==> src/design/bus_pkg.sv <==
/* Core-side bus constants.
   Widths, core count, cpustate codes and arbiter state codes. */

`default_nettype none

package bus_pkg;

    // ************************************************************
    // Core side of the bus
    // ************************************************************
    localparam int NCORES     = 2;
    localparam int CORE_ID_W  = 1;
    localparam int XLEN       = 32;
    localparam int CPUSTATE_W = 4;

    // Decode point, safe to hand the bus over.
    localparam logic [CPUSTATE_W-1:0] S_ID = 4'd0;

    // ************************************************************
    // Arbiter
    // ************************************************************
    localparam int HOLD_CYCLES = 2;
    localparam int HOLD_CNT_W  = 2;

    localparam int ARB_STATE_W = 2;
    localparam logic [ARB_STATE_W-1:0] ARB_RUN    = 2'd0;
    localparam logic [ARB_STATE_W-1:0] ARB_SWITCH = 2'd1;
    localparam logic [ARB_STATE_W-1:0] ARB_SETTLE = 2'd2;
    localparam logic [ARB_STATE_W-1:0] ARB_HOLD   = 2'd3;

endpackage

`default_nettype wire

==> src/design/mem_map_pkg.sv <==
/* Address map of the shared bus.
   Region codes, RAM size, timer register selects and the address union. */

`default_nettype none

package mem_map_pkg;

    localparam int REGION_W = 4;
    localparam logic [REGION_W-1:0] RAM_REGION  = 4'h8;
    localparam logic [REGION_W-1:0] MMIO_REGION = 4'h2;

    localparam int RAM_WORDS  = 1024;
    localparam int RAM_IDX_W  = 10;
    // Cycles from the RAM read strobe to valid data.
    localparam int RAM_RD_LAT = 2;

    localparam int TMR_SEL_W = 3;
    localparam logic [TMR_SEL_W-1:0] TMR_MTIME_LO    = 3'd0;
    localparam logic [TMR_SEL_W-1:0] TMR_MTIME_HI    = 3'd1;
    localparam logic [TMR_SEL_W-1:0] TMR_MTIMECMP_LO = 3'd2;
    localparam logic [TMR_SEL_W-1:0] TMR_MTIMECMP_HI = 3'd3;
    localparam logic [TMR_SEL_W-1:0] TMR_MSIP        = 3'd4;

    // One 32-bit bus address, seen as a RAM word or a timer register.
    typedef union packed {
        struct packed {
            logic [REGION_W-1:0]  region;
            logic [15:0]          unused;
            logic [RAM_IDX_W-1:0] word;
            logic [1:0]           byte_off;
        } ram;
        struct packed {
            logic [REGION_W-1:0]  region;
            logic [22:0]          unused;
            logic [TMR_SEL_W-1:0] sel;
            logic [1:0]           byte_off;
        } mmio;
    } bus_addr_u;

endpackage

`default_nettype wire

==> src/design/req_stage.sv <==
/* Request register stage.
   Decodes the granted address, strobes one target and times completion. */

`timescale 1ns/100ps
`default_nettype none

module req_stage
    import bus_pkg::*;
    import mem_map_pkg::*;
(
    input  logic                 CLK,
    input  logic                 RST_X,
    input  logic [XLEN-1:0]      req_addr,
    input  logic                 req_we,
    input  logic                 req_le,
    input  logic [XLEN-1:0]      req_wdata,
    output logic                 stage_busy,
    output logic [XLEN-1:0]      stage_rdata,

    output logic [RAM_IDX_W-1:0] ram_idx,
    output logic                 ram_we,
    output logic                 ram_re,
    output logic [XLEN-1:0]      ram_wdata,
    input  logic [XLEN-1:0]      ram_rdata,

    output logic [TMR_SEL_W-1:0] tmr_sel,
    output logic                 tmr_we,
    output logic                 tmr_re,
    output logic [XLEN-1:0]      tmr_wdata,
    input  logic [XLEN-1:0]      tmr_rdata
);

    bus_addr_u       addr;
    logic            is_ram;
    logic            is_tmr;
    logic            is_ld;
    logic            accept;
    logic [1:0]      cnt;
    logic            dst_ram;
    logic            dst_tmr;
    logic            ld;
    logic [XLEN-1:0] wdata_q;

    assign addr   = req_addr;
    assign is_ram = (addr.ram.region == RAM_REGION);
    assign is_tmr = (addr.mmio.region == MMIO_REGION);
    // A store wins if both strobes come together.
    assign is_ld  = req_le && !req_we;
    assign accept = (req_we || req_le) && !stage_busy;

    always_ff @(posedge CLK) begin
        if (!RST_X) begin
            ram_we  <= 1'b0;
            ram_re  <= 1'b0;
            tmr_we  <= 1'b0;
            tmr_re  <= 1'b0;
            cnt     <= '0;
            dst_ram <= 1'b0;
            dst_tmr <= 1'b0;
            ld      <= 1'b0;
        end else begin
            ram_we <= accept && is_ram && req_we;
            ram_re <= accept && is_ram && is_ld;
            tmr_we <= accept && is_tmr && req_we;
            tmr_re <= accept && is_tmr && is_ld;
            if (accept) begin
                cnt     <= (is_ram && is_ld) ? 2'(RAM_RD_LAT) : 2'd1;
                dst_ram <= is_ram;
                dst_tmr <= is_tmr;
                ld      <= is_ld;
            end else if (cnt != '0) begin
                cnt <= cnt - 1'b1;
            end
        end
    end

    // Payload.
    always_ff @(posedge CLK) begin
        if (accept) begin
            ram_idx <= addr.ram.word;
            tmr_sel <= addr.mmio.sel;
            wdata_q <= req_wdata;
        end
    end

    assign ram_wdata  = wdata_q;
    assign tmr_wdata  = wdata_q;
    assign stage_busy = (cnt != '0);

    always_comb begin
        if (!ld) begin
            stage_rdata = '0;
        end else if (dst_ram) begin
            stage_rdata = ram_rdata;
        end else if (dst_tmr) begin
            stage_rdata = tmr_rdata;
        end else begin
            stage_rdata = '0;
        end
    end

endmodule

`default_nettype wire

==> config.mk <==
export PLATFORM = sky130hd
export DESIGN_NAME = req_stage
export DESIGN_NICKNAME = d
export VERILOG_FILES = /design/src/design/bus_pkg.sv /design/src/design/mem_map_pkg.sv /design/src/design/req_stage.sv
export SDC_FILE = /design/constraint.sdc
export NUM_CORES = 1
export LEC_CHECK = 0
export BUFFER_PORTS_ARGS = -buffer_cell sky130_fd_sc_hd__buf_2
export CAP_MARGIN = 20
export CORE_MARGIN = 10
export CORE_UTILIZATION = 38
export CTS_CLUSTER_DIAMETER = 150
export DETAILED_ROUTE_END_ITERATION = 10
export GPL_TIMING_DRIVEN = 1
export MAX_ROUTING_LAYER = met4
export PLACE_DENSITY = 0.95
export SYNTH_ARGS = -nofsm -noshare
export SYNTH_HDL_FRONTEND = slang
export SYNTH_SLANG_ARGS = --single-unit
==> constraint.sdc <==
create_clock -name CLK -period 3.9 [get_ports CLK]
set_input_delay 0.39 -clock CLK [delete_from_list [all_inputs] [get_ports CLK]]
set_output_delay 0.39 -clock CLK [all_outputs]
set_load 0.01 [all_outputs]
; ---- Word-level counts from Yosys, hierarchy flattened
; Cells that the tools add are included.
; W data, S select, Z words.
[op_classes]
addsub = 1
eq_ne = 2
mux = 6
reduce_logical = 14
[op_table]
columns = cell, count
row1 = $mux W32, 3
row2 = $logic_and A1 B1 Y1, 9
row3 = $mux W2, 3
row4 = $eq A4 B2 Y1 const B, 1
row5 = $eq A4 B4 Y1 const B, 1
row6 = $reduce_bool A2 Y1, 2
row7 = $logic_not A1 Y1, 2
row8 = $sub A2 B1 Y2 const B, 1
row9 = $logic_or A1 B1 Y1, 1
[totals]
reg_bits = 54
out_inout_bits = 114
wordCells = 34

; ---- Logic depth before layout (Yosys ltp)
[logic_depth]
ltp_word = 5
ltp_mapped = 6
ltp_nobuf = 5

; ---- Worst setup path after synthesis
; OpenSTA, ideal clock, no wires.
[synth_timing]
path_kind = reg-to-reg
start = reg cnt[0]
end = reg ram_idx[0], enable pin
arrival_time_ps = 1673
slack_ps = 1831
path_stages_with_launch = 5
path_cell_list = dfxtp_1 -> inv_1 -> ha_1 -> o21ai_0 -> inv_1
[synth_between]
elab_chain_cells = 3
[synth_rtl]
columns = item, line_no
row1 = from (decl), req_stage.sv:38  ; logic [1:0] cnt;
row2 = from (signal assigned), req_stage.sv:67  ; cnt <= (is_ram && is_ld) ? 2'(RAM_RD_LAT) : 2'd1;
row3 = from (signal assigned), req_stage.sv:72  ; cnt <= cnt - 1'b1;
row4 = $reduce_bool A2 Y1, req_stage.sv:88  ; assign stage_busy = (cnt != '0);
row5 = $logic_not A1 Y1, req_stage.sv:49  ; assign accept = (req_we || req_le) && !stage_busy;
row6 = $logic_and A1 B1 Y1, req_stage.sv:49
row7 = named net accept, req_stage.sv:37  ; logic accept;
row8 = to (signal assigned), req_stage.sv:80  ; ram_idx <= addr.ram.word;
row9 = to (decl), req_stage.sv:20  ; output logic [RAM_IDX_W-1:0] ram_idx,
; The timed path passes the listed nets, and every way through them passes these cells.
; A chain may end at the register's enable or synchronous reset.

; ---- Worst setup path in the final report
[layout_timing]
start = reg dst_ram
end = out stage_rdata[0]
[layout_between]
elab_chain_cells = 2
[layout_rtl]
columns = item, line_no
row1 = from (decl), req_stage.sv:39  ; logic dst_ram;
row2 = from (signal assigned), req_stage.sv:68  ; dst_ram <= is_ram;
row3 = $mux W32, req_stage.sv:93  ; end else if (dst_ram) begin
row4 = $mux W32, req_stage.sv:91  ; if (!ld) begin
row5 = to (decl), req_stage.sv:18  ; output logic [XLEN-1:0] stage_rdata,
; No other way between the ends.

==> results.json <==
{
  "num_vias": 2200,
  "ys_types": 23,
  "yosys_warnings": 0,
  "critical_path.endpoint_type": "primary output",
  "powerDensity_mw_per_mm2": 390,
  "outcome": "completed",
  "synth_top_family_by_area": "buffers and inverters",
  "synthCells": 192,
  "min_period_over_period": 0.544,
  "die_w_um": 99.6,
  "cts_resized": 0,
  "synth-simple-area-share": 0.121,
  "r2r-start": "cnt[0]",
  "cp_max_fo": 34,
  "dr.pass1.iters": 4,
  "synth.ff_latch_count": 51,
  "synthesis.area_mm2": 0.00240,
  "max_cap_viol_count": 0,
  "hold_depth": 1,
  "hold_violations": 0,
  "hpwl_um": 7500,
  "holdCritPathClass": "in2reg",
  "slowest_delay_ps": 320,
  "synthMuxAreaShare": 0.00416,
  "rsz0062_at_grt": "false",
  "ir_worst_vdd_v": 0.000237,
  "ff2ff_setup_slack_ps": 1830,
  "overflow": 0,
  "tns_ps": 0,
  "clk_path_buf_depth": 2,
  "crit_path_top_delay_cell": "buf_4",
  "initial_core_util": 0.399,
  "max_freq_mhz": 471,
  "cts_root_buffer": "clkbuf_8",
  "final_cells": 459,
  "wl_um": 8880,
  "viasPerCell": 4.79,
  "worst_slack_ps": 1780,
  "grt_pass1_vias": 2388,
  "holdBufCountCts": 0,
  "ff2ff_path_depth": 5,
  "path_class": "reg2out",
  "grt_max_degree": 37,
  "syn-num-nets": 325,
  "grt_pass1_wl_um": 13000,
  "dieHeight_um": 99.6,
  "cts_setup_buffers": 0,
  "placed_cells": 451,
  "p_leak_uw": 0.00162,
  "wl_per_cell_um": 19.4,
  "slew_viol_final": 0,
  "drive_gt1_frac": 0.630,
  "diodes": 0,
  "area_delta_synth_final_pct": 43.8,
  "grtUsageTotal": 0.168,
  "drc_errors": 0,
  "synthAdderAreaFrac": 0.00520,
  "setup_viol": 0,
  "synth_area_per_cell_um2": 12.5,
  "required_ps": 3510,
  "clk_latency_ps": 300,
  "worstHoldStart": "req_wdata[12]",
  "stdcell_area_mm2": 0.00346,
  "start_kind": "flip-flop",
  "total_power_uw": 1350,
  "skew_ps": 9.07,
  "slew_headroom": 0.449,
  "synth_compound_area_frac": 0.134,
  "crit_chain": "buf_4 > nor2b_2 > buf_4 > a22oi_1 > nor2b_1 > buf_2",
  "worst_pin_slew_ps": 825,
  "cts.clk_slew.worst_paths_ps": 100,
  "place_area_mm2": 0.00335,
  "gp_congestion": 0.858,
  "drt_iter0_drc": 88,
  "drtAntennaViolNets": 0,
  "cp.arrival_ps": 1730,
  "pre_cts_ws_ps": 1810,
  "synth_xor_xnor_area_share": 0,
  "min_period_ps": 2120,
  "cts_buffers": 5,
  "cts_tree": "built",
  "die-area_mm2": 0.00991,
  "core-area_mm2": 0.00603,
  "antenna_found_initial": 0,
  "cts_sinks": 51,
  "port_buffers": 227,
  "reg2reg_to": "ram_idx[2]",
  "cp_common_cell": "buf_4",
  "rows": 28,
  "holdPathEnd": "ram_wdata[12]",
  "yosysSeqAreaShare": 0.599,
  "design.final.nets": 516,
  "io_pins": 246,
  "cts_max_level": 2
}
[worst max path at each step]
stage                     slack (ps)        endpoint  cells after the start    start
after floorplan                 1830      ram_idx[0]                      4   cnt[0]
after global placement          1940      ram_idx[4]                      5   cnt[0]
after detailed placement        1810   ram_wdata[14]                      5   cnt[0]
after CTS                       1760  stage_rdata[0]                      6  dst_ram
after global routing            1590      ram_idx[6]                      5   cnt[0]
final                           1780  stage_rdata[0]                      6  dst_ram
[cells in the final DEF (no fill, tap or decap), types with 2 or more instances in the layout]
cell type  instances
a211oi_1           2
a21oi_1            2
a22oi_1           32
buf_2            227
buf_4              3
clkbuf_8           5
dfxtp_1            9
edfxtp_1          42
inv_1              5
nand2_1            2
nand3_1            2
nor2_1             5
nor2b_1           33
or4b_4             2
[cell families (layout without fill, tap and decap cells)]
| kind of cell | after synthesis | after routing |
|---|---|---|
| multiplexers | 1 | 1 |
| AND/OR/NAND/NOR | 47 | 47 |
| adder cells (fa/ha/maj) | 1 | 1 |
| buffers and inverters | 51 | 243 |
| flip-flops | 51 | 51 |
| AO/OA/AOI/OAI | 41 | 41 |
[Yosys cell counts]
cell        n  area, µm²
a2111oi_4   1       27.5
a211oi_1    2       15.0
a21o_1      1       7.51
a21oi_1     2       10.0
a221oi_1    1       8.76
a22oi_1    32        240
buf_2       3       15.0
buf_4      35        263
clkbuf_1    8       30.0
dfxtp_1     9        180
edfxtp_1   42       1260
ha_1        1       12.5
inv_1       5       18.8
mux2i_1     1       10.0
nand2_1     2       7.51
nand3_1     2       10.0
nor2_1      5       18.8
nor2b_1    34        213
nor4b_1     1       8.76
o21ai_0     1       5.00
o31a_1      1       8.76
or2_2       1       6.26
or4b_4      2       27.5
[critical path, delay by kind of cell, from the launching register on]
family | cells | cell delay, ps
buffers and inverters | 3 | 710
and+or+nand+nor | 2 | 290
AOI/OAI and AO/OA | 1 | 120
DFF | 1 | 310
[final cells by class]
cell class,instances,area [µm²]
multi-input cells,90,639
clock buffers,7,97.6
repair buffers,230,1160
clock inverters,1,8.76
fillers,533,2570
flip-flops and latches,51,1440
inverters,5,18.8
well taps,75,93.8
[routing by layer]
metal	vias up	part of all wire	track usage
met5	-	0	-
met4	0	0.017	0.0463
met3	11	0.084	0.0464
met2	131	0.54	0.310
met1	1017	0.35	0.170
li1	1041	-	-
[sequential cells by signal (all words and copies together) (netlist names)]
name and count:
tmr_we 1, ram_wdata 32, ram_idx 10, ram_we 1
tmr_re 1, cnt 2, ram_re 1, dst_ram 1
dst_tmr 1, ld 1
[through the flow]
| step | util | hold slack (ps) |
|---|---|---|
| floorplan | - | 432 |
| global placement | 0.556 | 442 |
| detailed placement | 0.556 | 451 |
| CTS | 0.574 | 246 |
| global route | 0.574 | 239 |
| finish | 0.574 | 256 |
[power by group]
group	total (µW)	internal (µW)	switching (µW)	leakage, µW
clock	343	168	175	0.0000540
sequential	700	667	33.0	0.000476
combinational	305	133	172	0.00109
total	1350	969	380	0.00162
(Power assumes the default switching activity.)
