[src/design/bus_pkg.sv]
/* Core-side bus constants.
   Widths, core count, cpustate codes and arbiter state codes. */

`default_nettype none

package bus_pkg;

    // ************************************************************
    // Core side of the bus
    // ************************************************************
    localparam int NCORES     = 2;
    localparam int CORE_ID_W  = 1;
    localparam int XLEN       = 32;
    localparam int CPUSTATE_W = 4;

    // Decode point, safe to hand the bus over.
    localparam logic [CPUSTATE_W-1:0] S_ID = 4'd0;

    // ************************************************************
    // Arbiter
    // ************************************************************
    localparam int HOLD_CYCLES = 2;
    localparam int HOLD_CNT_W  = 2;

    localparam int ARB_STATE_W = 2;
    localparam logic [ARB_STATE_W-1:0] ARB_RUN    = 2'd0;
    localparam logic [ARB_STATE_W-1:0] ARB_SWITCH = 2'd1;
    localparam logic [ARB_STATE_W-1:0] ARB_SETTLE = 2'd2;
    localparam logic [ARB_STATE_W-1:0] ARB_HOLD   = 2'd3;

endpackage

`default_nettype wire

[src/design/bus_arbiter.sv]
/* Round-robin bus arbiter for two cores.
   Switches the grant at the decode point and steers requests and responses. */

`timescale 1ns/100ps
`default_nettype none

module bus_arbiter
    import bus_pkg::*;
(
    input  logic                  CLK,
    input  logic                  RST_X,

    input  logic [CPUSTATE_W-1:0] cpustate0,
    input  logic [XLEN-1:0]       paddr0,
    input  logic                  we0,
    input  logic                  le0,
    input  logic [XLEN-1:0]       wdata0,
    output logic [XLEN-1:0]       rdata0,
    output logic                  busy0,

    input  logic [CPUSTATE_W-1:0] cpustate1,
    input  logic [XLEN-1:0]       paddr1,
    input  logic                  we1,
    input  logic                  le1,
    input  logic [XLEN-1:0]       wdata1,
    output logic [XLEN-1:0]       rdata1,
    output logic                  busy1,

    output logic [XLEN-1:0]       req_addr,
    output logic                  req_we,
    output logic                  req_le,
    output logic [XLEN-1:0]       req_wdata,
    input  logic                  stage_busy,
    input  logic [XLEN-1:0]       stage_rdata
);

    logic [CORE_ID_W-1:0]   grant;
    logic [ARB_STATE_W-1:0] state;
    logic [HOLD_CNT_W-1:0]  hold_cnt;

    logic [CPUSTATE_W-1:0]  cur_cpustate;
    logic                   cur_we;
    logic                   cur_le;
    logic                   open_win;
    logic                   gnt_busy;

    // ************************************************************
    // Grant FSM
    // ************************************************************
    always_ff @(posedge CLK) begin
        if (!RST_X) begin
            grant    <= '0;
            state    <= ARB_RUN;
            hold_cnt <= '0;
        end else begin
            case (state)
                ARB_RUN: begin
                    // Only hand over with nothing in flight or starting.
                    if (cur_cpustate == S_ID && !stage_busy && !cur_we && !cur_le) begin
                        state <= ARB_SWITCH;
                    end
                end
                ARB_SWITCH: begin
                    if (grant == CORE_ID_W'(NCORES - 1)) begin
                        grant <= '0;
                    end else begin
                        grant <= grant + 1'b1;
                    end
                    state <= ARB_SETTLE;
                end
                ARB_SETTLE: begin
                    hold_cnt <= '0;
                    state    <= ARB_HOLD;
                end
                default: begin
                    if (hold_cnt == HOLD_CNT_W'(HOLD_CYCLES - 1)) begin
                        state <= ARB_RUN;
                    end else begin
                        hold_cnt <= hold_cnt + 1'b1;
                    end
                end
            endcase
        end
    end

    // ************************************************************
    // Request mux and response steering
    // ************************************************************
    assign open_win = (state == ARB_RUN) || (state == ARB_HOLD);
    assign gnt_busy = open_win ? stage_busy : 1'b1;

    always_comb begin
        if (grant == '0) begin
            cur_cpustate = cpustate0;
            cur_we       = we0;
            cur_le       = le0;
            req_addr     = paddr0;
            req_wdata    = wdata0;
        end else begin
            cur_cpustate = cpustate1;
            cur_we       = we1;
            cur_le       = le1;
            req_addr     = paddr1;
            req_wdata    = wdata1;
        end
    end

    assign req_we = open_win && cur_we;
    assign req_le = open_win && cur_le;

    // The idle core sees a stalled bus with zero data.
    always_comb begin
        if (grant == '0) begin
            rdata0 = stage_rdata;
            busy0  = gnt_busy;
            rdata1 = '0;
            busy1  = 1'b1;
        end else begin
            rdata1 = stage_rdata;
            busy1  = gnt_busy;
            rdata0 = '0;
            busy0  = 1'b1;
        end
    end

endmodule

`default_nettype wire

[config.mk]
export PLATFORM = sky130hd
export DESIGN_NAME = bus_arbiter
export DESIGN_NICKNAME = d
export VERILOG_FILES = /design/src/design/bus_pkg.sv /design/src/design/bus_arbiter.sv
export SDC_FILE = /design/constraint.sdc
export NUM_CORES = 1
export LEC_CHECK = 0
export BUFFER_PORTS_ARGS = -buffer_cell sky130_fd_sc_hd__buf_2
export CAP_MARGIN = 30
export CORE_AREA = 2 2 121 123
export DETAILED_ROUTE_END_ITERATION = 7
export DIE_AREA = 0 0 123 125
export GPL_ROUTABILITY_DRIVEN = 0
export PLACE_DENSITY = 0.53
export SETUP_SLACK_MARGIN = 0.5
export SYNTH_ARGS = -nofsm -noshare
export SYNTH_HDL_FRONTEND = slang
export SYNTH_SLANG_ARGS = --single-unit
[constraint.sdc]
create_clock -name CLK -period 1.65 [get_ports CLK]
set_input_delay 0.0825 -clock CLK [delete_from_list [all_inputs] [get_ports CLK]]
set_output_delay 0.0825 -clock CLK [all_outputs]
set_load 0.005 [all_outputs]
### Word-level counts from Yosys, hierarchy flattened

Index checks and enable logic that the tools add are counted.

| operators by class | value |
|---|---|
| $add $sub $neg | 2 |
| multipliers | 0 |
| div/mod/pow operators | 0 |
| $lt $le $gt $ge | 0 |
| equal/unequal tests | 6 |
| shifts and indexed selects | 0 |
| multiplexer cells | 16 |
| bitwise operators | 1 |
| reduce and logical (&&, ||, !) cells | 15 |

Operators with widths:

| kind | number |
|---|---|
| two-way mux 32 bit | 4 |
| two-way mux 1 bit | 6 |
| two-way mux 2 bit | 3 |
| one-hot mux 2 bit (3 select lines) | 1 |
| logical AND 1 bit | 5 |
| == test 2 x 1 -> 1 bit, second input constant | 2 |
| == test 2 bit, second input constant | 2 |
| zero test 4 bit | 1 |
| two-way mux 4 bit | 1 |
| one-hot mux 2 bit (2 select lines) | 1 |
| AND reduction 2 bit | 2 |
| nonzero test 4 bit | 1 |
| zero test 1 bit | 3 |
| adder 2 x 1 -> 2 bit, second input constant | 1 |
| zero test 2 bit | 1 |
| inequality test 2 x 1 -> 1 bit, second input constant | 1 |
| inequality test 2 bit, second input constant | 1 |
| OR reduction 2 bit | 1 |
| adder 1 bit, second input constant | 1 |
| logical OR 1 bit | 1 |
| inverter 1 bit | 1 |

| storage, ports and cells | value |
|---|---|
| flip-flop bits (word level) | 5 |
| latch bits | 0 |
| memory bits (writable) | 0 |
| memory bits (read-only) | 0 |
| bits of input ports | 175 |
| output and inout bits | 132 |
| logic and storage cells | 43 |
| memories kept | 0 |

### Logic depth before layout (Yosys ltp)

Gate-level depths: netlist of the first run.

| logic depth | value |
|---|---|
| depth in word-level cells | 7 |
| mapped depth | 6 |
| depth with buffers taken out | 6 |

### Worst setup path after synthesis of the first run

Ideal clock, no wire load.

| path | value |
|---|---|
| path type | register to register |
| start | reg state[0] |
| end | reg hold_cnt[0] |
| setup time | 65 ps |
| arrival | 1386 ps |
| path slack | 199 ps |
| cell stages (with the launch flop) | 7 |
| buffers on the path | 0 |
| path through | dfxtp_1 > inv_1 > ha_1 > or4_1 > nor2_1 > a21oi_1 > nor2b_1 |

| on the way | value |
|---|---|
| cells in the longest elaborated chain, start to end | 4 |
| elaborated cells on any way between the ends | 8 |

RTL lines:

| what | RTL line | text |
|---|---|---|
| start: declaration | bus_arbiter.sv:38 | `logic [ARB_STATE_W-1:0] state;` |
| start signal: assignment | bus_arbiter.sv:53 | `state <= ARB_RUN;` |
| start signal: assignment | bus_arbiter.sv:60 | `state <= ARB_SWITCH;` |
| start signal: assignment | bus_arbiter.sv:69 | `state <= ARB_SETTLE;` |
| == test 2 x 1 -> 1 bit or zero test 2 bit (tied branches) | bus_arbiter.sv:56 | `case (state)` |
| OR reduction 2 bit (no source line) | - |  |
| inverter 1 bit (no source line) | - |  |
| AND reduction 2 bit (no source line) | - |  |
| end signal: assignment | bus_arbiter.sv:79 | `hold_cnt <= hold_cnt + 1'b1;` |
| end: declaration | bus_arbiter.sv:39 | `logic [HOLD_CNT_W-1:0] hold_cnt;` |

Several ways; a longest one is shown, not always the timed one.
A chain may end at the register's enable or synchronous reset.

### Final worst setup path of the first run

| path | value |
|---|---|
| start | reg grant |
| end | out req_wdata[13] |

| on the way | value |
|---|---|
| cells in the longest elaborated chain, start to end | 1 |

RTL lines:

| what | RTL line | text |
|---|---|---|
| start: declaration | bus_arbiter.sv:37 | `logic [CORE_ID_W-1:0] grant;` |
| start signal: assignment | bus_arbiter.sv:67 | `grant <= grant + 1'b1;` |
| two-way mux 32 bit | bus_arbiter.sv:93 | `if (grant == '0) begin` |
| end: declaration | bus_arbiter.sv:32 | `output logic [XLEN-1:0] req_wdata,` |

No other way between the ends.

==> flow_summary.json, run 1 <==
{
  "grt_pass1_vias": 2269,
  "final_antenna_net_count": 0,
  "cp.required_ns": 1.57,
  "drtIter0Drc": 137,
  "fp-row-count": 44,
  "rsz0062_at_grt": "yes",
  "port_buffers": 306,
  "finalSetupViolCount": 0,
  "timing.rr.start": "grant",
  "hold_depth": 3,
  "clock_sinks": 5,
  "slew_violations": 0,
  "antenna_found_initial": 0,
  "synth_seq_cells": 5,
  "cp-end-kind": "output port",
  "start_kind": "flip-flop",
  "dp_hpwl_um": 7250,
  "wl_per_cell_um": 13.5,
  "ir_worst_vdd_mv": 0.557,
  "track_usage": 0.105,
  "critPathMaxFanout": 31,
  "postRouteWirelength_um": 9320,
  "min_delay_worst_endpoint": "state[0]",
  "first_pass_iters": 4,
  "h-tree-depth": 1,
  "die_w_um": 123,
  "criticalPathCategory": "flip-flop to output port",
  "holdCritStartpoint": "RST_X",
  "cts_tree": "yes",
  "area_growth_pct": 147,
  "syn_inst": 190,
  "start_util": 0.110,
  "via_per_inst": 3.56,
  "io_pins": 307,
  "grt_max_degree": 32,
  "clk_pin_slew_ns": 0.03,
  "synth_warnings": 0,
  "core_area_mm2": 0.0142,
  "syn-cell-area_mm2": 0.00156,
  "syn-num-nets": 370,
  "nets": 686,
  "clk_latency_ns": 0.23,
  "run_status": "finished clean",
  "cap_violations": 0,
  "power_density_mw_per_mm2": 281,
  "n_antenna_cell": 0,
  "r2r_cells": 5,
  "drc": 0,
  "r2r_setup_slack_ns": 0.17,
  "crit_arrival_ns": 1.42,
  "gr-total-overflow": 0,
  "skew_ns": 0.00200,
  "r2r-end": "state[1]",
  "whs_ns": 0.161,
  "drive_gt1_frac": 0.840,
  "clockBufferDepth": 2,
  "syn_area_per_cell_um2": 8.22,
  "grt_pass1_wl_um": 12600,
  "fin_util": 0.271,
  "max_freq_mhz": 666,
  "numCtsBuffers": 3,
  "die-area_mm2": 0.0154,
  "cts-root-buf": "clkbuf_16",
  "hold_viol": 0,
  "hp-class": "primary input to flip-flop",
  "final.setup.tns_ns": 0,
  "die_y_um": 125,
  "p_leak_nw": 2.10,
  "period_minus_slack_ns": 1.50,
  "vias": 2455,
  "tightest_slew_ns": 0.298,
  "slew-limit-headroom": 0.799,
  "seq_area_frac_synth": 0.0641,
  "min_period_over_period": 0.910,
  "synthDistinctLibCells": 22
}
==> kinds of logic (layout without fill, tap and decap cells) <==
family | count (synthesis) | count (layout) | share of synthesized area
AOI/OAI and AO/OA | 5 | 5 | 0.0200
xor gates and xnor gates | 1 | 1 | 0.00561
adders and majority gates | 5 | 5 | 0.0401
buffers and inverters | 19 | 334 | 0.0569
DFF | 5 | 5 | 0.0641
muxes | 68 | 68 | 0.487
and+or+nand+nor | 87 | 87 | 0.326
==> critical path, cell delays in order (launching register included) <==
cell     delay, ns
dfxtp_4       0.46
buf_16        0.22
mux2_2        0.37
buf_2         0.13
==> timing repair <==
action	CTS	global route
pin swaps	5	3
hold buffers	0	0
gates cloned	5	0
endpoints found under the setup margin	136	137
gates resized for setup	31	22
setup buffers	10	2
==> flip-flops by register name, indices dropped and copies added, names as in the netlist <==
name      flops
state         2
hold_cnt      2
grant         1
==> layout make-up <==
| class | instances | area (um^2) |
|---|---|---|
| fillers | 1532 | 10300 |
| repair buffers | 326 | 1870 |
| multi-input cells | 166 | 1550 |
| well taps | 184 | 230 |
| flip-flops and latches | 5 | 108 |
| clock buffers | 4 | 78.8 |
| inverters | 4 | 20.0 |
==> per-layer routing <==
metal / share of wire / GRT usage / wire [um] / up-vias
met1: 0.45 / 0.145 / 4190 / 1091
met5: 0 / 0 / 0 / -
met3: 0.053 / 0.00867 / 491 / 2
met2: 0.50 / 0.182 / 4620 / 83
met4: 0.0027 / 0.0140 / 25 / 0
li1: - / - / - / 1279
==> metrics by stage <==
stage	std cells	total power [W]	setup WS [ns]	cell area, um^2
floorplan	190	0.000291	0.303	1610
global placement	668	0.000640	0.244	3320
detailed placement	668	0.000641	0.241	3320
CTS	687	0.00108	0.141	3730
global route	689	0.00115	0.0840	3850
finish	689	0.00108	0.149	3850
==> cells in the final DEF, fill, tap and decap left out, types with 2 or more instances in the layout <==
cell,synthesis,routed
nor2_1,10,8
nor2b_2,0,4
inv_1,4,2
ha_4,0,4
nand2_1,5,5
mux2i_1,4,3
dfxtp_2,0,3
a21oi_1,2,2
clkbuf_16,0,3
buf_2,8,305
buf_16,0,6
buf_8,0,2
buf_12,0,3
buf_6,1,4
buf_4,0,6
and2_1,33,31
and2_4,0,2
inv_4,0,2
mux2_2,64,64
nor2b_1,34,19
nor2b_4,0,11
==> worst max-delay path by stage <==
stage	start	to	slack (ns)	cells after the start
2_1_floorplan	state[1]	hold_cnt[0]	0.30	6
3_3_place_gp	grant	req_wdata[7]	0.24	3
3_5_place_dp	grant	req_wdata[7]	0.24	3
4_1_cts	grant	req_wdata[7]	0.14	3
5_1_grt	grant	state[0]	0.08	5
6_report	grant	req_wdata[13]	0.15	3
==> synth_stat cells (all sizes together) <==
library cell  instances  area (um^2)
nor2b                34          213
nor3                  1         5.00
a21oi                 2         10.0
clkbuf                6         22.5
o22a                  1         8.76
inv                   4         15.0
ha                    5         62.6
nand2                 5         18.8
nand4b                1         8.76
buf                   9         51.3
nor4                  1         6.26
and2                 33          206
o21ai                 1         5.00
or4                   1         7.51
nor2                 10         37.5
mux2                 64          721
dfxtp                 5          100
a22oi                 1         7.51
xor2                  1         8.76
mux2i                 4         40.0
or3                   1         6.26
==> where the power goes <==
part	switching, W	internal (W)	leakage, nW
Clock	0.0000842	0.000321	0.0382
Combinational	0.000198	0.000357	2.02
Sequential	0.00000175	0.000121	0.0426
Total	0.000284	0.000799	2.10
Power figures use the tool's default switching activity.
==> run 2, diff against run 1 <==
--- a/config.mk
+++ b/config.mk
@@ -11,6 +11,7 @@
 export DETAILED_ROUTE_END_ITERATION = 7
 export DIE_AREA = 0 0 123 125
 export GPL_ROUTABILITY_DRIVEN = 0
+export MAX_ROUTING_LAYER = met4
 export PLACE_DENSITY = 0.53
 export SETUP_SLACK_MARGIN = 0.5
 export SYNTH_ARGS = -nofsm -noshare
==> run 2 against run 1 <==
  * Critical path depth did not move
  * Clock skew about the same
  * Critical endpoint unchanged
  * Clock power about the same
  * Via count grew 0.90%
  * Count of clock-buffer cells in the layout unchanged
  * Largest power group unchanged
==> flow_summary.json, run 2 (synthesis gave the netlist of run 1 again) <==
{
  "fp-row-count": 44,
  "h-tree-depth": 1,
  "tightest_slew_ns": 0.294,
  "total_power_w": 0.00108,
  "numCtsBuffers": 3,
  "grt_pass1_vias": 2265,
  "p_leak_nw": 2.10,
  "clk_latency_ns": 0.23,
  "grt_max_degree": 32,
  "layout_commonest_cell": "buf_2",
  "nets": 686,
  "criticalPathCategory": "flip-flop to output port",
  "finalSetupViolCount": 0,
  "r2r_setup_slack_ns": 0.17,
  "postRouteWirelength_um": 9330,
  "skew_ns": 0.00197,
  "worst_slack_ns": 0.145,
  "first_pass_iters": 4,
  "area_growth_pct": 147,
  "drive_gt1_frac": 0.840,
  "via_per_inst": 3.60,
  "max_freq_mhz": 664,
  "n_antenna_cell": 0,
  "rsz0062_at_grt": "yes",
  "power_density_mw_per_mm2": 281,
  "p_sw_frac": 0.263,
  "cts_tree": "yes",
  "crit_arrival_ns": 1.42,
  "hold_viol": 0,
  "internal_power_w": 0.000799,
  "combinationalPowerShare": 0.513,
  "hp-class": "primary input to flip-flop",
  "dp.cells": 668,
  "clkPwrFrac": 0.374,
  "die_y_um": 125,
  "die-area_mm2": 0.0154,
  "start_util": 0.110,
  "port_buffers": 306,
  "cp.required_ns": 1.57,
  "hold_depth": 3,
  "min_period_over_period": 0.912,
  "r2r_cells": 5,
  "cts_hold_buf": 0,
  "run_status": "finished clean",
  "place_ws_ns": 0.241,
  "vias": 2477,
  "track_usage": 0.109,
  "drtIter0Drc": 158,
  "cp-end-kind": "output port",
  "finalNonFillerCells": 689,
  "grt_pass1_wl_um": 12600,
  "final.setup.tns_ns": 0,
  "gr-total-overflow": 0,
  "critPathMaxFanout": 31,
  "die_w_um": 123,
  "clockBufferDepth": 2,
  "slew_violations": 0,
  "cap_violations": 0,
  "final_antenna_net_count": 0,
  "switching_power_w": 0.000285,
  "cts-root-buf": "clkbuf_16",
  "layout_common_cells": "buf_2 (305), mux2_2 (64), and2_1 (31)",
  "io_pins": 307,
  "top_regs": "hold_cnt (2), state (2), grant (1)",
  "drc": 0,
  "clock_sinks": 5,
  "ir_worst_vdd_mv": 0.557,
  "dp_hpwl_um": 7250,
  "slew-limit-headroom": 0.802,
  "start_kind": "flip-flop",
  "clk_pin_slew_ns": 0.03,
  "wl_per_cell_um": 13.5,
  "period_minus_slack_ns": 1.51,
  "core_area_mm2": 0.0142,
  "antenna_found_initial": 0,
  "p_seq_frac": 0.113
}
run 2: cell counts in the layout (fill, tap and decap cells not counted):
No cell type changed its count.
run 2: routing by layer:
layer | global-route usage | share of wire
met5 | - | 0
met3 | 0.00867 | 0.051
met2 | 0.182 | 0.49
met4 | 0.0140 | 0.0030
met1 | 0.145 | 0.45
run 2: worst max-delay path, stage by stage, from the launching register on:
cell	delay [ns]
dfxtp_4	0.46
buf_16	0.22
mux2_2	0.37
buf_2	0.13
run 2: path summary, 6_finish.rpt:
| check | startpoint | end |
|---|---|---|
| min | RST_X | state[0] |
| min reg2reg | state[0] | state[0] |
| max reg2reg | grant | state[1] |
| max | grant | req_wdata[13] |
run 2: timing repair:
item                                    in CTS  in global routing
endpoints found under the hold margin        0                  0
endpoints found under the setup margin     136                137
buffers inserted                            10                  2
gates resized for setup                     31                 22
pin swaps                                    5                  3
gates cloned                                 5                  0
run 2: power by group through the flow:
stage / sequential (W) / combinational, W / clock, W
floorplan: 0.000125 / 0.000167 / 0
finish: 0.000123 / 0.000556 / 0.000405
global route: 0.000123 / 0.000607 / 0.000418
global placement: 0.000125 / 0.000516 / 0
detailed placement: 0.000125 / 0.000516 / 0
CTS: 0.000122 / 0.000543 / 0.000416
run 2: per-stage QoR:
stage | hold WS (ns) | area [um^2] | utilization
after global placement | 0.406 | 3320 | 0.234
after floorplan | 0.204 | 1610 | -
after CTS | 0.158 | 3730 | 0.263
after global routing | 0.177 | 3850 | 0.271
final | 0.161 | 3850 | 0.271
after detailed placement | 0.399 | 3320 | 0.234
run 2: final cells by class:
cell class	instances	area [um^2]
timing repair buffer	326	1870
multi-input combinational	166	1550
sequential	5	108
fill	1532	10300
inverter	4	20.0
clock buffer	4	78.8
tap	184	230
