[src/design/bus_pkg.sv]
/* Core-side bus constants.
   Widths, core count, cpustate codes and arbiter state codes. */

`default_nettype none

package bus_pkg;

    // ************************************************************
    // Core side of the bus
    // ************************************************************
    localparam int NCORES     = 2;
    localparam int CORE_ID_W  = 1;
    localparam int XLEN       = 32;
    localparam int CPUSTATE_W = 4;

    // Decode point, safe to hand the bus over.
    localparam logic [CPUSTATE_W-1:0] S_ID = 4'd0;

    // ************************************************************
    // Arbiter
    // ************************************************************
    localparam int HOLD_CYCLES = 2;
    localparam int HOLD_CNT_W  = 2;

    localparam int ARB_STATE_W = 2;
    localparam logic [ARB_STATE_W-1:0] ARB_RUN    = 2'd0;
    localparam logic [ARB_STATE_W-1:0] ARB_SWITCH = 2'd1;
    localparam logic [ARB_STATE_W-1:0] ARB_SETTLE = 2'd2;
    localparam logic [ARB_STATE_W-1:0] ARB_HOLD   = 2'd3;

endpackage

`default_nettype wire

[src/design/mem_map_pkg.sv]
/* Address map of the shared bus.
   Region codes, RAM size, timer register selects and the address union. */

`default_nettype none

package mem_map_pkg;

    localparam int REGION_W = 4;
    localparam logic [REGION_W-1:0] RAM_REGION  = 4'h8;
    localparam logic [REGION_W-1:0] MMIO_REGION = 4'h2;

    localparam int RAM_WORDS  = 1024;
    localparam int RAM_IDX_W  = 10;
    // Cycles from the RAM read strobe to valid data.
    localparam int RAM_RD_LAT = 2;

    localparam int TMR_SEL_W = 3;
    localparam logic [TMR_SEL_W-1:0] TMR_MTIME_LO    = 3'd0;
    localparam logic [TMR_SEL_W-1:0] TMR_MTIME_HI    = 3'd1;
    localparam logic [TMR_SEL_W-1:0] TMR_MTIMECMP_LO = 3'd2;
    localparam logic [TMR_SEL_W-1:0] TMR_MTIMECMP_HI = 3'd3;
    localparam logic [TMR_SEL_W-1:0] TMR_MSIP        = 3'd4;

    // One 32-bit bus address, seen as a RAM word or a timer register.
    typedef union packed {
        struct packed {
            logic [REGION_W-1:0]  region;
            logic [15:0]          unused;
            logic [RAM_IDX_W-1:0] word;
            logic [1:0]           byte_off;
        } ram;
        struct packed {
            logic [REGION_W-1:0]  region;
            logic [22:0]          unused;
            logic [TMR_SEL_W-1:0] sel;
            logic [1:0]           byte_off;
        } mmio;
    } bus_addr_u;

endpackage

`default_nettype wire

[src/design/mmio_regs.sv]
/* Machine timer and software interrupt registers.
   Runs mtime, compares against mtimecmp and drives MTIP and MSIP. */

`timescale 1ns/100ps
`default_nettype none

module mmio_regs
    import bus_pkg::*;
    import mem_map_pkg::*;
(
    input  logic                 CLK,
    input  logic                 RST_X,
    input  logic [TMR_SEL_W-1:0] tmr_sel,
    input  logic                 tmr_we,
    input  logic                 tmr_re,
    input  logic [XLEN-1:0]      tmr_wdata,
    output logic [XLEN-1:0]      tmr_rdata,
    output logic [XLEN-1:0]      mip
);

    logic [63:0] mtime;
    logic [63:0] mtimecmp;
    logic        msip;
    logic        mtip;

    always_ff @(posedge CLK) begin
        if (!RST_X) begin
            mtime    <= '0;
            mtimecmp <= '1;
            msip     <= 1'b0;
        end else begin
            mtime <= mtime + 64'd1;
            if (tmr_we) begin
                case (tmr_sel)
                    TMR_MTIMECMP_LO: mtimecmp[31:0]  <= tmr_wdata;
                    TMR_MTIMECMP_HI: mtimecmp[63:32] <= tmr_wdata;
                    TMR_MSIP:        msip            <= tmr_wdata[0];
                    default: ;
                endcase
            end
        end
    end

    // One-cycle registered read.
    always_ff @(posedge CLK) begin
        if (tmr_re) begin
            case (tmr_sel)
                TMR_MTIME_LO:    tmr_rdata <= mtime[31:0];
                TMR_MTIME_HI:    tmr_rdata <= mtime[63:32];
                TMR_MTIMECMP_LO: tmr_rdata <= mtimecmp[31:0];
                TMR_MTIMECMP_HI: tmr_rdata <= mtimecmp[63:32];
                TMR_MSIP:        tmr_rdata <= {{(XLEN-1){1'b0}}, msip};
                default:         tmr_rdata <= '0;
            endcase
        end
    end

    assign mtip = (mtime >= mtimecmp);

    // MTIP is bit 7, MSIP is bit 3.
    always_comb begin
        mip    = '0;
        mip[7] = mtip;
        mip[3] = msip;
    end

endmodule

`default_nettype wire

[config.mk]
export PLATFORM = sky130hd
export DESIGN_NAME = mmio_regs
export DESIGN_NICKNAME = d
export VERILOG_FILES = /design/src/design/bus_pkg.sv /design/src/design/mem_map_pkg.sv /design/src/design/mmio_regs.sv
export SDC_FILE = /design/constraint.sdc
export NUM_CORES = 1
export LEC_CHECK = 0
export BUFFER_PORTS_ARGS = -buffer_cell sky130_fd_sc_hd__buf_2
export CAP_MARGIN = 0
export CORE_MARGIN = 3
export CORE_UTILIZATION = 61
export CTS_BUF_LIST = sky130_fd_sc_hd__clkbuf_4
export CTS_CLUSTER_DIAMETER = 60
export DETAILED_ROUTE_END_ITERATION = 8
export PLACE_DENSITY = 0.88
export SLEW_MARGIN = 20
export SYNTH_ARGS = -nofsm -noshare
export SYNTH_HDL_FRONTEND = slang
export SYNTH_SLANG_ARGS = --single-unit
export TNS_END_PERCENT = 5
[constraint.sdc]
create_clock -name CLK -period 2.5 [get_ports CLK]
set_input_delay 0 -clock CLK [delete_from_list [all_inputs] [get_ports CLK]]
set_output_delay 0 -clock CLK [all_outputs]
set_load 0.03 [all_outputs]
; After elaboration in Yosys (flattened, before gate mapping)
; Index checks and enable logic that the tools add are counted.
; Widths: inputs -> output; s select.
[op_classes]
add_sub_neg = 1
n_lt_le_gt_ge = 1
eq_ne = 4
n_mux = 1
n_reduce_logical = 4
[ops]
columns = operator, n
row1 = $pmux 32 s5, 1
row2 = $add 64x1->64 const B, 1
row3 = $ge 64x64->1, 1
row4 = $eq 3x2->1 const B, 2
row5 = $reduce_and 2->1, 3
row6 = $eq 3x1->1 const B, 1
row7 = $eq 3x3->1 const B, 1
row8 = $logic_not 3->1, 1
[totals]
ff_bits = 161
input_bits = 39
out_inout_bits = 64
elab_cells = 16

; Longest topological paths before layout
; Gate-level depths: netlist (run 1).
[depth]
ltp_word = 2
ltp_mapped = 9
ltp_nobuf = 8

; Worst setup path after synthesis (run 1)
; No wires, ideal clock.
[synth_path]
path_type = register to register
startpoint = register mtime[0]
endpoint = register mtime[58]
setup_time_ns = 0.115
arrival_ns = 2.000
required_time_ns = 2.385
path_slack_ns = 0.385
stages_incl_launch_ff = 8
n_path_buf = 0
cell_sequence = dfxtp_1 -> ha_1 -> nand2_2 -> nor4_2 -> nand4_4 -> nor4_1 -> xor2_1 -> and2_1
[synth_via]
elab_chain_cells = 1
[synth_lines]
columns = item, line_no
row1 = "start, declared", mmio_regs.sv:21  ; logic [63:0] mtime;
row2 = "start signal, assigned", mmio_regs.sv:32  ; mtime <= mtime + 64'd1;
row3 = $add 64x1->64, mmio_regs.sv:32
; Every way passes these cells.
; A chain may end at the register's enable or synchronous reset.

; Worst setup path in the final report (run 1)
[layout_path]
startpoint = register mtimecmp[8]
endpoint = output port mip[7]
[layout_via]
elab_chain_cells = 1
[layout_lines]
columns = item, line_no
row1 = "start, declared", mmio_regs.sv:22  ; logic [63:0] mtimecmp;
row2 = "start signal, assigned", mmio_regs.sv:35  ; TMR_MTIMECMP_LO: mtimecmp[31:0] <= tmr_wdata;
row3 = $ge 64x64->1, mmio_regs.sv:58  ; assign mtip = (mtime >= mtimecmp);
row4 = "end, declared", mmio_regs.sv:18  ; output logic [XLEN-1:0] mip
; Every way passes these cells.

==> impl_metrics.yaml, run 1 <==
outcome:
  status: "finished, violations left"
  violations: "negative setup slack"
setup_path:
  cp.arrival_ns: 2.74
  crit_path_start_kind: "flop"
  ff2ff_path_depth: 6
  worstSetupEndpointType: "output port"
  path_class: "flop to output port"
  r2r_start: "mtime[23]$_SDFF_PN0_"
  startpoint: "mtimecmp[8]$_SDFFE_PN1P_"
  critical_path_depth: 9
  endpoint: "mip[7]"
  crit_fanout: 2
  rrSetupSlack_ns: 0.19
  worstReg2RegEnd: "mtime[63]$_SDFF_PN0_"
  worstPathRequired_ns: 2.50
  cpMaxStageDelayCell: "dfxtp_2"
  cp_top_family: "compound AO/OA/AOI/OAI gates"
  slowest_delay_ns: 0.36
  crit_chain: "inv_2 > ha_4 > nand4_1 > nor2_1 > a221o_1 > o31a_1 > a2111oi_2 > o21ai_2 > buf_6"
  crit_buf_inv: 2
sta:
  fin_crit_ns: 2.74
  finalHoldViolations: 0
  skew_ns: 0.0216
  finalSetupViolCount: 1
  max-slew-margin-rel: 0.451
  fin_ws_ns: -0.237
  maxSlewViolCount: 0
  fin_crit_sh: 1.09
  max_freq_ghz: 0.365
  worst_pin_slew_ns: 0.824
  rsz0062_at_grt: "yes"
final_layout:
  final_cells: 1265
  drive_above_1_share: 0.223
  fillers: 918
  fin_util: 0.751
  area_growth_syn_to_layout_pct: 19.7
  nets: 1175
  final_design_area_no_fill_mm2: 0.0105
placed_design:
  placed_cells: 1178
  placed_area_mm2: 0.00939
  gp_congestion: 0.860
  io_buffers: 72
  hpwl_um: 14300
synthesis:
  yosysWarningCount: 0
  synth-edff-count: 32
  avgSynthCellArea_um2: 9.36
  ys_types: 53
  ys_ff_latch: 161
  async_reset_ff_frac: 0
  synth_top_area_share: 0.294
  synthTopCellsByArea: "dfxtp_1 29%, edfxtp_1 11%, ha_1 9.3%"
  synthFlopType: "dfxtp_1"
  yosysTopAreaCell: "dfxtp_1"
  synth_area_mm2: 0.00878
  syn_inst: 938
  seq_area_frac_synth: 0.404
clock_tree:
  cts_tree: "yes"
  cts_buffers: 17
  cts_root_buf: "clkbuf_4"
  clock_path_buffers: 2
  clkSinkCount: 161
  clk_latency_ns: 0.59
  path_clk_slew_ns: 0.14
  htreeDepth: 4
global_route:
  grt_pass1_vias: 7579
  grt_most_used_layer: "met2"
  grt_use_met2: 0.484
  antenna_found_initial: 1
  track_usage: 0.286
  use_met3: 0.0628
  overflow: 0
  grt.met1_usage: 0.359
  grt_first_pass_wirelength_um: 37300
  grt_max_degree: 55
power_and_ir_drop:
  ir_worst_vdd_mv: 0.540
  powerDensity_mw_per_mm2: 482
  p_total_uw: 5070
  p_leak_uw: 0.00493
min_path:
  holdPathStages: 1
  min_path_type: "input pin to flop"
route:
  wirelength_um: 22400
  drtIter0Drc: 760
  post_drt_via_cell_ratio: 5.97
  drc: 0
  drtPass1Iterations: 5
  detail-route-antenna-nets: 0
  via_count: 7556
  wl_per_cell_um: 17.7
floorplanning:
  die_w_um: 126
  die_h_um: 126
  dieArea_mm2: 0.0159
  core_mm2: 0.0140
  boundaryPins: 103
  fp-row-count: 43
  start_util: 0.628
flow_run:
  cap_violations: 0
[worst min path at each step]
| stage | from | to | slack, ns |
|---|---|---|---|
| floorplan | tmr_re | tmr_rdata[0]$_DFFE_PP_ | 0.11 |
| CTS | tmr_re | tmr_rdata[9]$_DFFE_PP_ | 0.06 |
| detailed placement | tmr_wdata[1] | mtimecmp[1]$_SDFFE_PN1P_ | 0.25 |
| global route | tmr_re | tmr_rdata[9]$_DFFE_PP_ | 0.07 |
| finish | tmr_re | tmr_rdata[9]$_DFFE_PP_ | 0.06 |
| global placement | tmr_wdata[13] | mtimecmp[45]$_SDFFE_PN1P_ | 0.24 |
[power by group]
part	internal (µW)	switching, µW	leakage, µW
combinational	209	358	0.00338
sequential	2730	34.5	0.00137
clock	816	924	0.000174
total	3750	1320	0.00493
[layout make-up]
cell class	instances	area (µm²)	share of cell area
multi-input cells	646	4850	0.462
diodes	1	2.50	0.000238
inverters	79	297	0.0282
well taps	180	225	0.0214
clock inverters	12	165	0.0157
repair buffers	166	1220	0.116
clock buffers	20	150	0.0143
flip-flops and latches	161	3600	0.343
[sequential cells by signal, indices dropped and copies added, names as in the netlist]
name,flops
mtime,64
tmr_rdata,32
msip,1
mtimecmp,64
[routing by layer]
metal | part of all wire | vias to the layer above
met5 | 0 | -
met4 | 0.026 | 0
met3 | 0.066 | 54
met2 | 0.49 | 333
met1 | 0.42 | 3579
li1 | - | 3590
[through the flow]
stage | setup TNS [ns] | hold WS (ns) | setup slack [ns]
after floorplan | 0 | 0.112 | 0.385
after global placement | 0 | 0.237 | 0.137
after detailed placement | 0 | 0.249 | 0.171
after CTS | -0.119 | 0.0638 | -0.119
after global routing | -0.332 | 0.0687 | -0.332
final | -0.237 | 0.0583 | -0.237
[synth_stat cells, drive strengths merged (23+ instances only)]
library cell and n:
nand2 98, a221o 32, nand4 24, and2 52
ha 65, inv 79, a22o 30, edfxtp 32
xor2 35, nand3 28, dfxtp 129, clkbuf 43
o211ai 65, buf 38, nor3 23
[cell usage in the layout (no fill, tap or decap), types with 6 or more instances in the layout]
cell,instances
a21boi_0,7
a21o_1,13
a21oi_1,20
a221o_1,32
a22o_1,30
and2_1,49
and3_1,8
and4_1,6
buf_2,70
buf_4,50
clkbuf_4,20
conb_1,30
dfxtp_1,99
dfxtp_2,23
dfxtp_4,7
dlygate4sd3_1,42
edfxtp_1,32
ha_1,52
ha_4,13
inv_1,71
inv_2,8
nand2_1,96
nand3_1,27
nand4_1,20
nor2_1,12
nor2b_1,9
nor3_1,15
nor3_2,8
nor4_1,13
o211ai_1,65
o21ai_0,14
or3_1,9
xnor2_1,18
xor2_1,35
[timing repair]
item                                    CTS  global route
endpoints found under the hold margin    89             0
gates resized for setup                  76             3
hold buffers                             42             0
pin swaps                                20             0
cloned                                    0             0
setup buffers                            12             0
endpoints found under the setup margin    1             2
[cells by family (layout without fill, tap and decap cells)]
group	Yosys count	after routing	share of synthesized area
AOI/OAI and AO/OA	199	199	0.172
xor gates and xnor gates	53	53	0.0529
adders and majority gates	65	65	0.0926
buffers and inverters	160	277	0.0845
DFF	161	161	0.404
muxes	2	2	0.00228
other	1	31	0.000427
and+or+nand+nor	297	297	0.191
(Power assumes the default switching activity.)
==> run 2: changes to the inputs <==
Settings changed: GPL_TIMING_DRIVEN from default to 0.
==> run 2 against run 1 <==
Effect of this change:
- the flow still finishes with violations (negative setup slack)
- non-clock buffer count increased by 34
- cell area decreased by 0.49%
- sequential power about the same
- fmax decreased by 6.6%
- critical endpoint unchanged
- largest cell class unchanged
==> impl_metrics.yaml, run 2 (synthesis results as in run 1) <==
outcome:
  status: "finished, violations left"
  violations: "negative setup slack"
route:
  drtPass1Iterations: 5
  detail-route-antenna-nets: 0
  via_count: 7959
  drc: 0
  wirelength_um: 25500
  wl_per_cell_um: 19.6
  post_drt_via_cell_ratio: 6.12
  drtIter0Drc: 901
global_route:
  grt_use_met2: 0.527
  grt_first_pass_wirelength_um: 39700
  overflow: 0
  use_met3: 0.0768
  antenna_found_initial: 1
  grt.met1_usage: 0.381
  grt_pass1_vias: 7911
  grt_max_degree: 33
  track_usage: 0.319
  grt_most_used_layer: "met2"
clock_tree:
  cts_tree: "yes"
  path_clk_slew_ns: 0.15
  clk_latency_ns: 0.61
  clkSinkCount: 161
  htreeDepth: 4
  clock_path_buffers: 2
  cts_buffers: 17
  cts_root_buf: "clkbuf_4"
final_layout:
  drive_above_1_share: 0.204
  final_cells: 1300
  final_common_cell: "dfxtp_1"
  reg_top3: "mtime: 64 flops, mtimecmp: 64 flops, tmr_rdata: 32 flops"
  multi_input_area_mm2: 0.00486
  nets: 1209
  fillers: 1008
  regArea_mm2: 0.00359
  layout_common_cells: "105 x dfxtp_1, 96 x nand2_1, 72 x inv_1"
  area_growth_syn_to_layout_pct: 19.1
  fin_util: 0.747
power_and_ir_drop:
  p_leak_uw: 0.00497
  powerDensity_mw_per_mm2: 449
  ir_worst_vdd_mv: 0.321
setup_path:
  crit_path_start_kind: "flop"
  crit_fanout: 4
  startpoint: "mtime[15]$_SDFF_PN0_"
  ff2ff_path_depth: 8
  critical_path_depth: 9
  crit_chain: "ha_4 > nand4_1 > buf_4 > nor4_4 > a21boi_2 > o31a_1 > a2111oi_4 > o21ai_2 > buf_6"
  cp_top_family: "compound AO/OA/AOI/OAI gates"
  cpMaxStageDelayCell: "dfxtp_1"
  cp.arrival_ns: 2.93
  crit_buf_inv: 2
  path_class: "flop to output port"
  slowest_delay_ns: 0.40
  worstSetupEndpointType: "output port"
  worstPathRequired_ns: 2.50
  r2r_start: "mtime[10]$_SDFF_PN0_"
sta:
  rsz0062_at_grt: "yes"
  fin_setup_tns_ns: -0.647
  fin_crit_sh: 1.17
  finalHoldViolations: 0
  skew_ns: 0.0322
  fin_crit_ns: 2.93
  finalSetupViolCount: 5
  fin_ws_ns: -0.432
  worst_pin_slew_ns: 0.875
  max_freq_ghz: 0.341
  max-slew-margin-rel: 0.417
  maxSlewViolCount: 0
placed_design:
  io_buffers: 70
  gp_congestion: 0.920
  placed_cells: 1217
  preCtsSetupSlack_ns: -0.338
  hpwl_um: 17300
flow_run:
  cap_violations: 0
min_path:
  worstHoldStart: "tmr_re"
  holdPathStages: 1
  min_path_type: "input pin to flop"
floorplanning:
  start_util: 0.628
  dieArea_mm2: 0.0159
  boundaryPins: 103
  die_w_um: 126
  fp-row-count: 43
  die_h_um: 126
  core_mm2: 0.0140
[run 2: cell types whose count changed in the layout (fill, tap and decap cells not counted), moves of 5 or more]
| cell | before | now |
|---|---|---|
| ha_1 | 52 | 57 |
| clkbuf_1 | 0 | 42 |
| dfxtp_2 | 23 | 17 |
| nor4_1 | 13 | 7 |
| dfxtp_1 | 99 | 105 |
| buf_4 | 50 | 44 |
| ha_4 | 13 | 8 |
[run 2: timing repair]
item | in CTS | in global routing
setup buffers | 11 | 1
hold buffers | 38 | 0
resized for setup | 73 | 13
pin swaps | 15 | 9
endpoints found under the setup margin | 34 | 29
endpoints found under the hold margin | 90 | 0
[run 2: worst register-to-register path: stages (launching register included)]
cell and delay (ns):
dfxtp_4 0.39, buf_4 0.15, and4_1 0.25, and3_1 0.21, buf_2 0.19, nand4_1 0.48
or3_1 0.52, nor3_2 0.15, mux2i_1 0.19
[run 2: final timing paths]
kind / to / slack (ns)
max reg2reg: mtime[63]$_SDFF_PN0_ / -0.10
min: tmr_rdata[9]$_DFFE_PP_ / 0.03
max: mip[7] / -0.43
min reg2reg: mtime[63]$_SDFF_PN0_ / 0.52
[run 2: power by group]
part | total (µW) | internal (µW) | switching (µW)
Sequential | 2760 | 2720 | 35.0
Combinational | 619 | 230 | 389
Clock | 1320 | 411 | 909
[run 2: per-layer routing]
layer	share of wire	vias up
met4	0.050	0
met1	0.38	3742
met5	0	-
met2	0.47	441
met3	0.10	118
li1	-	3658
[run 2: final cells by class]
| type | instances | share of cell area |
|---|---|---|
| tap | 180 | 0.0215 |
| clock buffer | 21 | 0.0151 |
| antenna | 2 | 0.000479 |
| buffer | 80 | 0.0420 |
| inverter | 79 | 0.0284 |
| timing repair buffer | 120 | 0.0791 |
| clock inverter | 11 | 0.00479 |
| multi-input combinational | 646 | 0.465 |
| sequential | 161 | 0.343 |
[run 2: stage by stage]
| stage | total power, µW | cell area, µm² | hold slack, ns |
|---|---|---|---|
| 2_1_floorplan | 3190 | 8890 | 0.112 |
| 3_3_place_gp | 3360 | 9460 | 0.241 |
| 3_5_place_dp | 3370 | 9460 | 0.247 |
| 4_1_cts | 4660 | 10400 | 0.0566 |
| 5_1_grt | 4830 | 10500 | 0.0720 |
| 6_report | 4700 | 10500 | 0.0315 |
==> run 3: changes to the inputs <==
Settings changed: CORE_MARGIN 3 to default, CORE_UTILIZATION 61 to 55, PLACE_DENSITY 0.88 to 0.84.
Clock period 2.5 ns to 2.4 ns, I/O delays scaled along.
==> run 3 against run 2 <==
Effect of this change:
- sequential power is 4% higher
- non-clock buffer count up 2
- utilization is 5.8 points lower
- critical path depth fell by 1
- clock-buffer cell count shrank 1
- the run still ends with negative setup slack left
==> impl_metrics.yaml, run 3 (synthesis results as in run 1) <==
min_path:
  min_path_type: "input pin to flop"
floorplanning:
  die_h_um: 128
  die_w_um: 128
  start_util: 0.571
  core_mm2: 0.0154
  fp-row-count: 45
  dieArea_mm2: 0.0165
  boundaryPins: 103
clock_tree:
  cts_buffers: 17
  path_clk_slew_ns: 0.15
  clock_path_buffers: 2
  cts_tree: "yes"
  clk_latency_ns: 0.60
  clkSinkCount: 161
  cts_root_buf: "clkbuf_4"
  htreeDepth: 4
global_route:
  antenna_found_initial: 1
  grt_first_pass_wirelength_um: 38400
  grt_pass1_vias: 7537
  overflow: 0
  grt_max_degree: 33
  track_usage: 0.311
route:
  drtIter0Drc: 735
  topRoutingLayerUsed: "met4"
  wl_met2_um: 11900
  drc: 0
  via_count: 7899
  met1_length_um: 9990
  wl_met3_um: 2220
  post_drt_via_cell_ratio: 5.93
  drtPass1Iterations: 5
  wirelength_um: 25100
  wl_per_cell_um: 18.8
  detail-route-antenna-nets: 0
final_layout:
  nets: 1211
  layout_common_cells: "100 x dfxtp_1, 96 x nand2_1, 71 x inv_1, 71 x buf_2, 65 x o211ai_1"
  final_cells: 1332
  area_growth_syn_to_layout_pct: 20.7
  final_design_area_no_fill_mm2: 0.0106
  drive_above_1_share: 0.213
  reg_top3: "mtime: 64 flops, mtimecmp: 64 flops, tmr_rdata: 32 flops"
  final_common_cell: "dfxtp_1"
placed_design:
  gp_congestion: 0.879
  placed_area_mm2: 0.00950
  hpwl_um: 17100
  io_buffers: 70
  placed_cells: 1248
power_and_ir_drop:
  powerDensity_mw_per_mm2: 475
  ir_worst_vdd_mv: 0.340
  p_leak_uw: 0.00498
setup_path:
  cp.arrival_ns: 2.74
  crit_fanout: 3
  worstSetupEndpointType: "output port"
  path_class: "flop to output port"
  crit_path_start_kind: "flop"
  rrSetupSlack_ns: 0
  worstPathRequired_ns: 2.40
sta:
  max-slew-margin-rel: 0.380
  worst_pin_slew_ns: 0.929
  rsz0062_at_grt: "yes"
  fin_crit_ns: 2.74
  fin_setup_tns_ns: -0.336
  skew_ns: 0.0280
  max_freq_ghz: 0.366
  maxSlewViolCount: 0
  fin_crit_sh: 1.14
  finalSetupViolCount: 1
  finalHoldViolations: 0
  fin_ws_ns: -0.336
outcome:
  violations: "negative setup slack"
  status: "finished, violations left"
flow_run:
  cap_violations: 0
## run 3: cell types whose count changed in the layout (fill, tap and decap cells not counted), moves of 3 or more
cell        before  now
ha_1            57   52
clkinv_2         7    4
dfxtp_2         17   21
clkinvlp_4       0    3
nor4_2           8    4
ha_4             8   12
nor4_1           7   11
dfxtp_1        105  100
## run 3: cell type report
type	count	area (µm²)
repair buffers	122	842
flip-flops and latches	161	3600
inverters	79	297
well taps	211	264
multi-input cells	646	4910
clock buffers	20	150
clock inverters	12	92.6
diodes	1	2.50
fillers	1161	4780
plain buffers	80	439
## run 3: what timing repair did
item,CTS,global route
resized for setup,79,14
endpoints found under the hold margin,90,0
setup buffers,12,2
hold buffers,38,0
setup endpoints to repair,37,41
pin swaps,19,7
gates cloned,0,0
## run 3: through the flow
| step | setup WS, ns | power [µW] | utilization | hold WS [ns] |
|---|---|---|---|---|
| after floorplan | 0.285 | 3320 | - | 0.112 |
| after global placement | -0.385 | 3500 | 0.618 | 0.239 |
| after detailed placement | -0.344 | 3510 | 0.618 | 0.247 |
| after CTS | -0.337 | 5000 | 0.684 | 0.0393 |
| after global routing | -0.408 | 5190 | 0.689 | 0.0535 |
| final | -0.336 | 5030 | 0.689 | 0.0162 |
## run 3: where the power goes
| group | internal, µW | switching, µW |
|---|---|---|
| clock network | 533 | 981 |
| logic | 239 | 406 |
| registers | 2840 | 36.0 |
| total | 3610 | 1420 |
## run 3: path summary, 6_finish.rpt
| check | to | depth (start not counted) | start |
|---|---|---|---|
| setup / recovery | mip[7] | 8 | mtime[42]$_SDFF_PN0_ |
| hold / removal | tmr_rdata[31]$_DFFE_PP_ | 1 | tmr_re |
| setup reg to reg | mtime[60]$_SDFF_PN0_ | 6 | mtime[4]$_SDFF_PN0_ |
| hold reg to reg | mtime[0]$_SDFF_PN0_ | 1 | mtime[0]$_SDFF_PN0_ |
## run 3: worst max-delay path, cell delays in order (launching register included)
cell and delay [ns]:
dfxtp_1 0.44, ha_4 0.23, and2_4 0.13, a221o_1 0.34, a221oi_2 0.36, o21ai_2 0.14, a221oi_2 0.25, o21ai_2 0.11
buf_6 0.15
## run 3: layer usage
| layer | track usage | up-vias |
|---|---|---|
| li1 | - | 3660 |
| met1 | 0.384 | 3717 |
| met2 | 0.512 | 442 |
| met3 | 0.0611 | 80 |
| met4 | 0.172 | 0 |
| met5 | 0 | - |
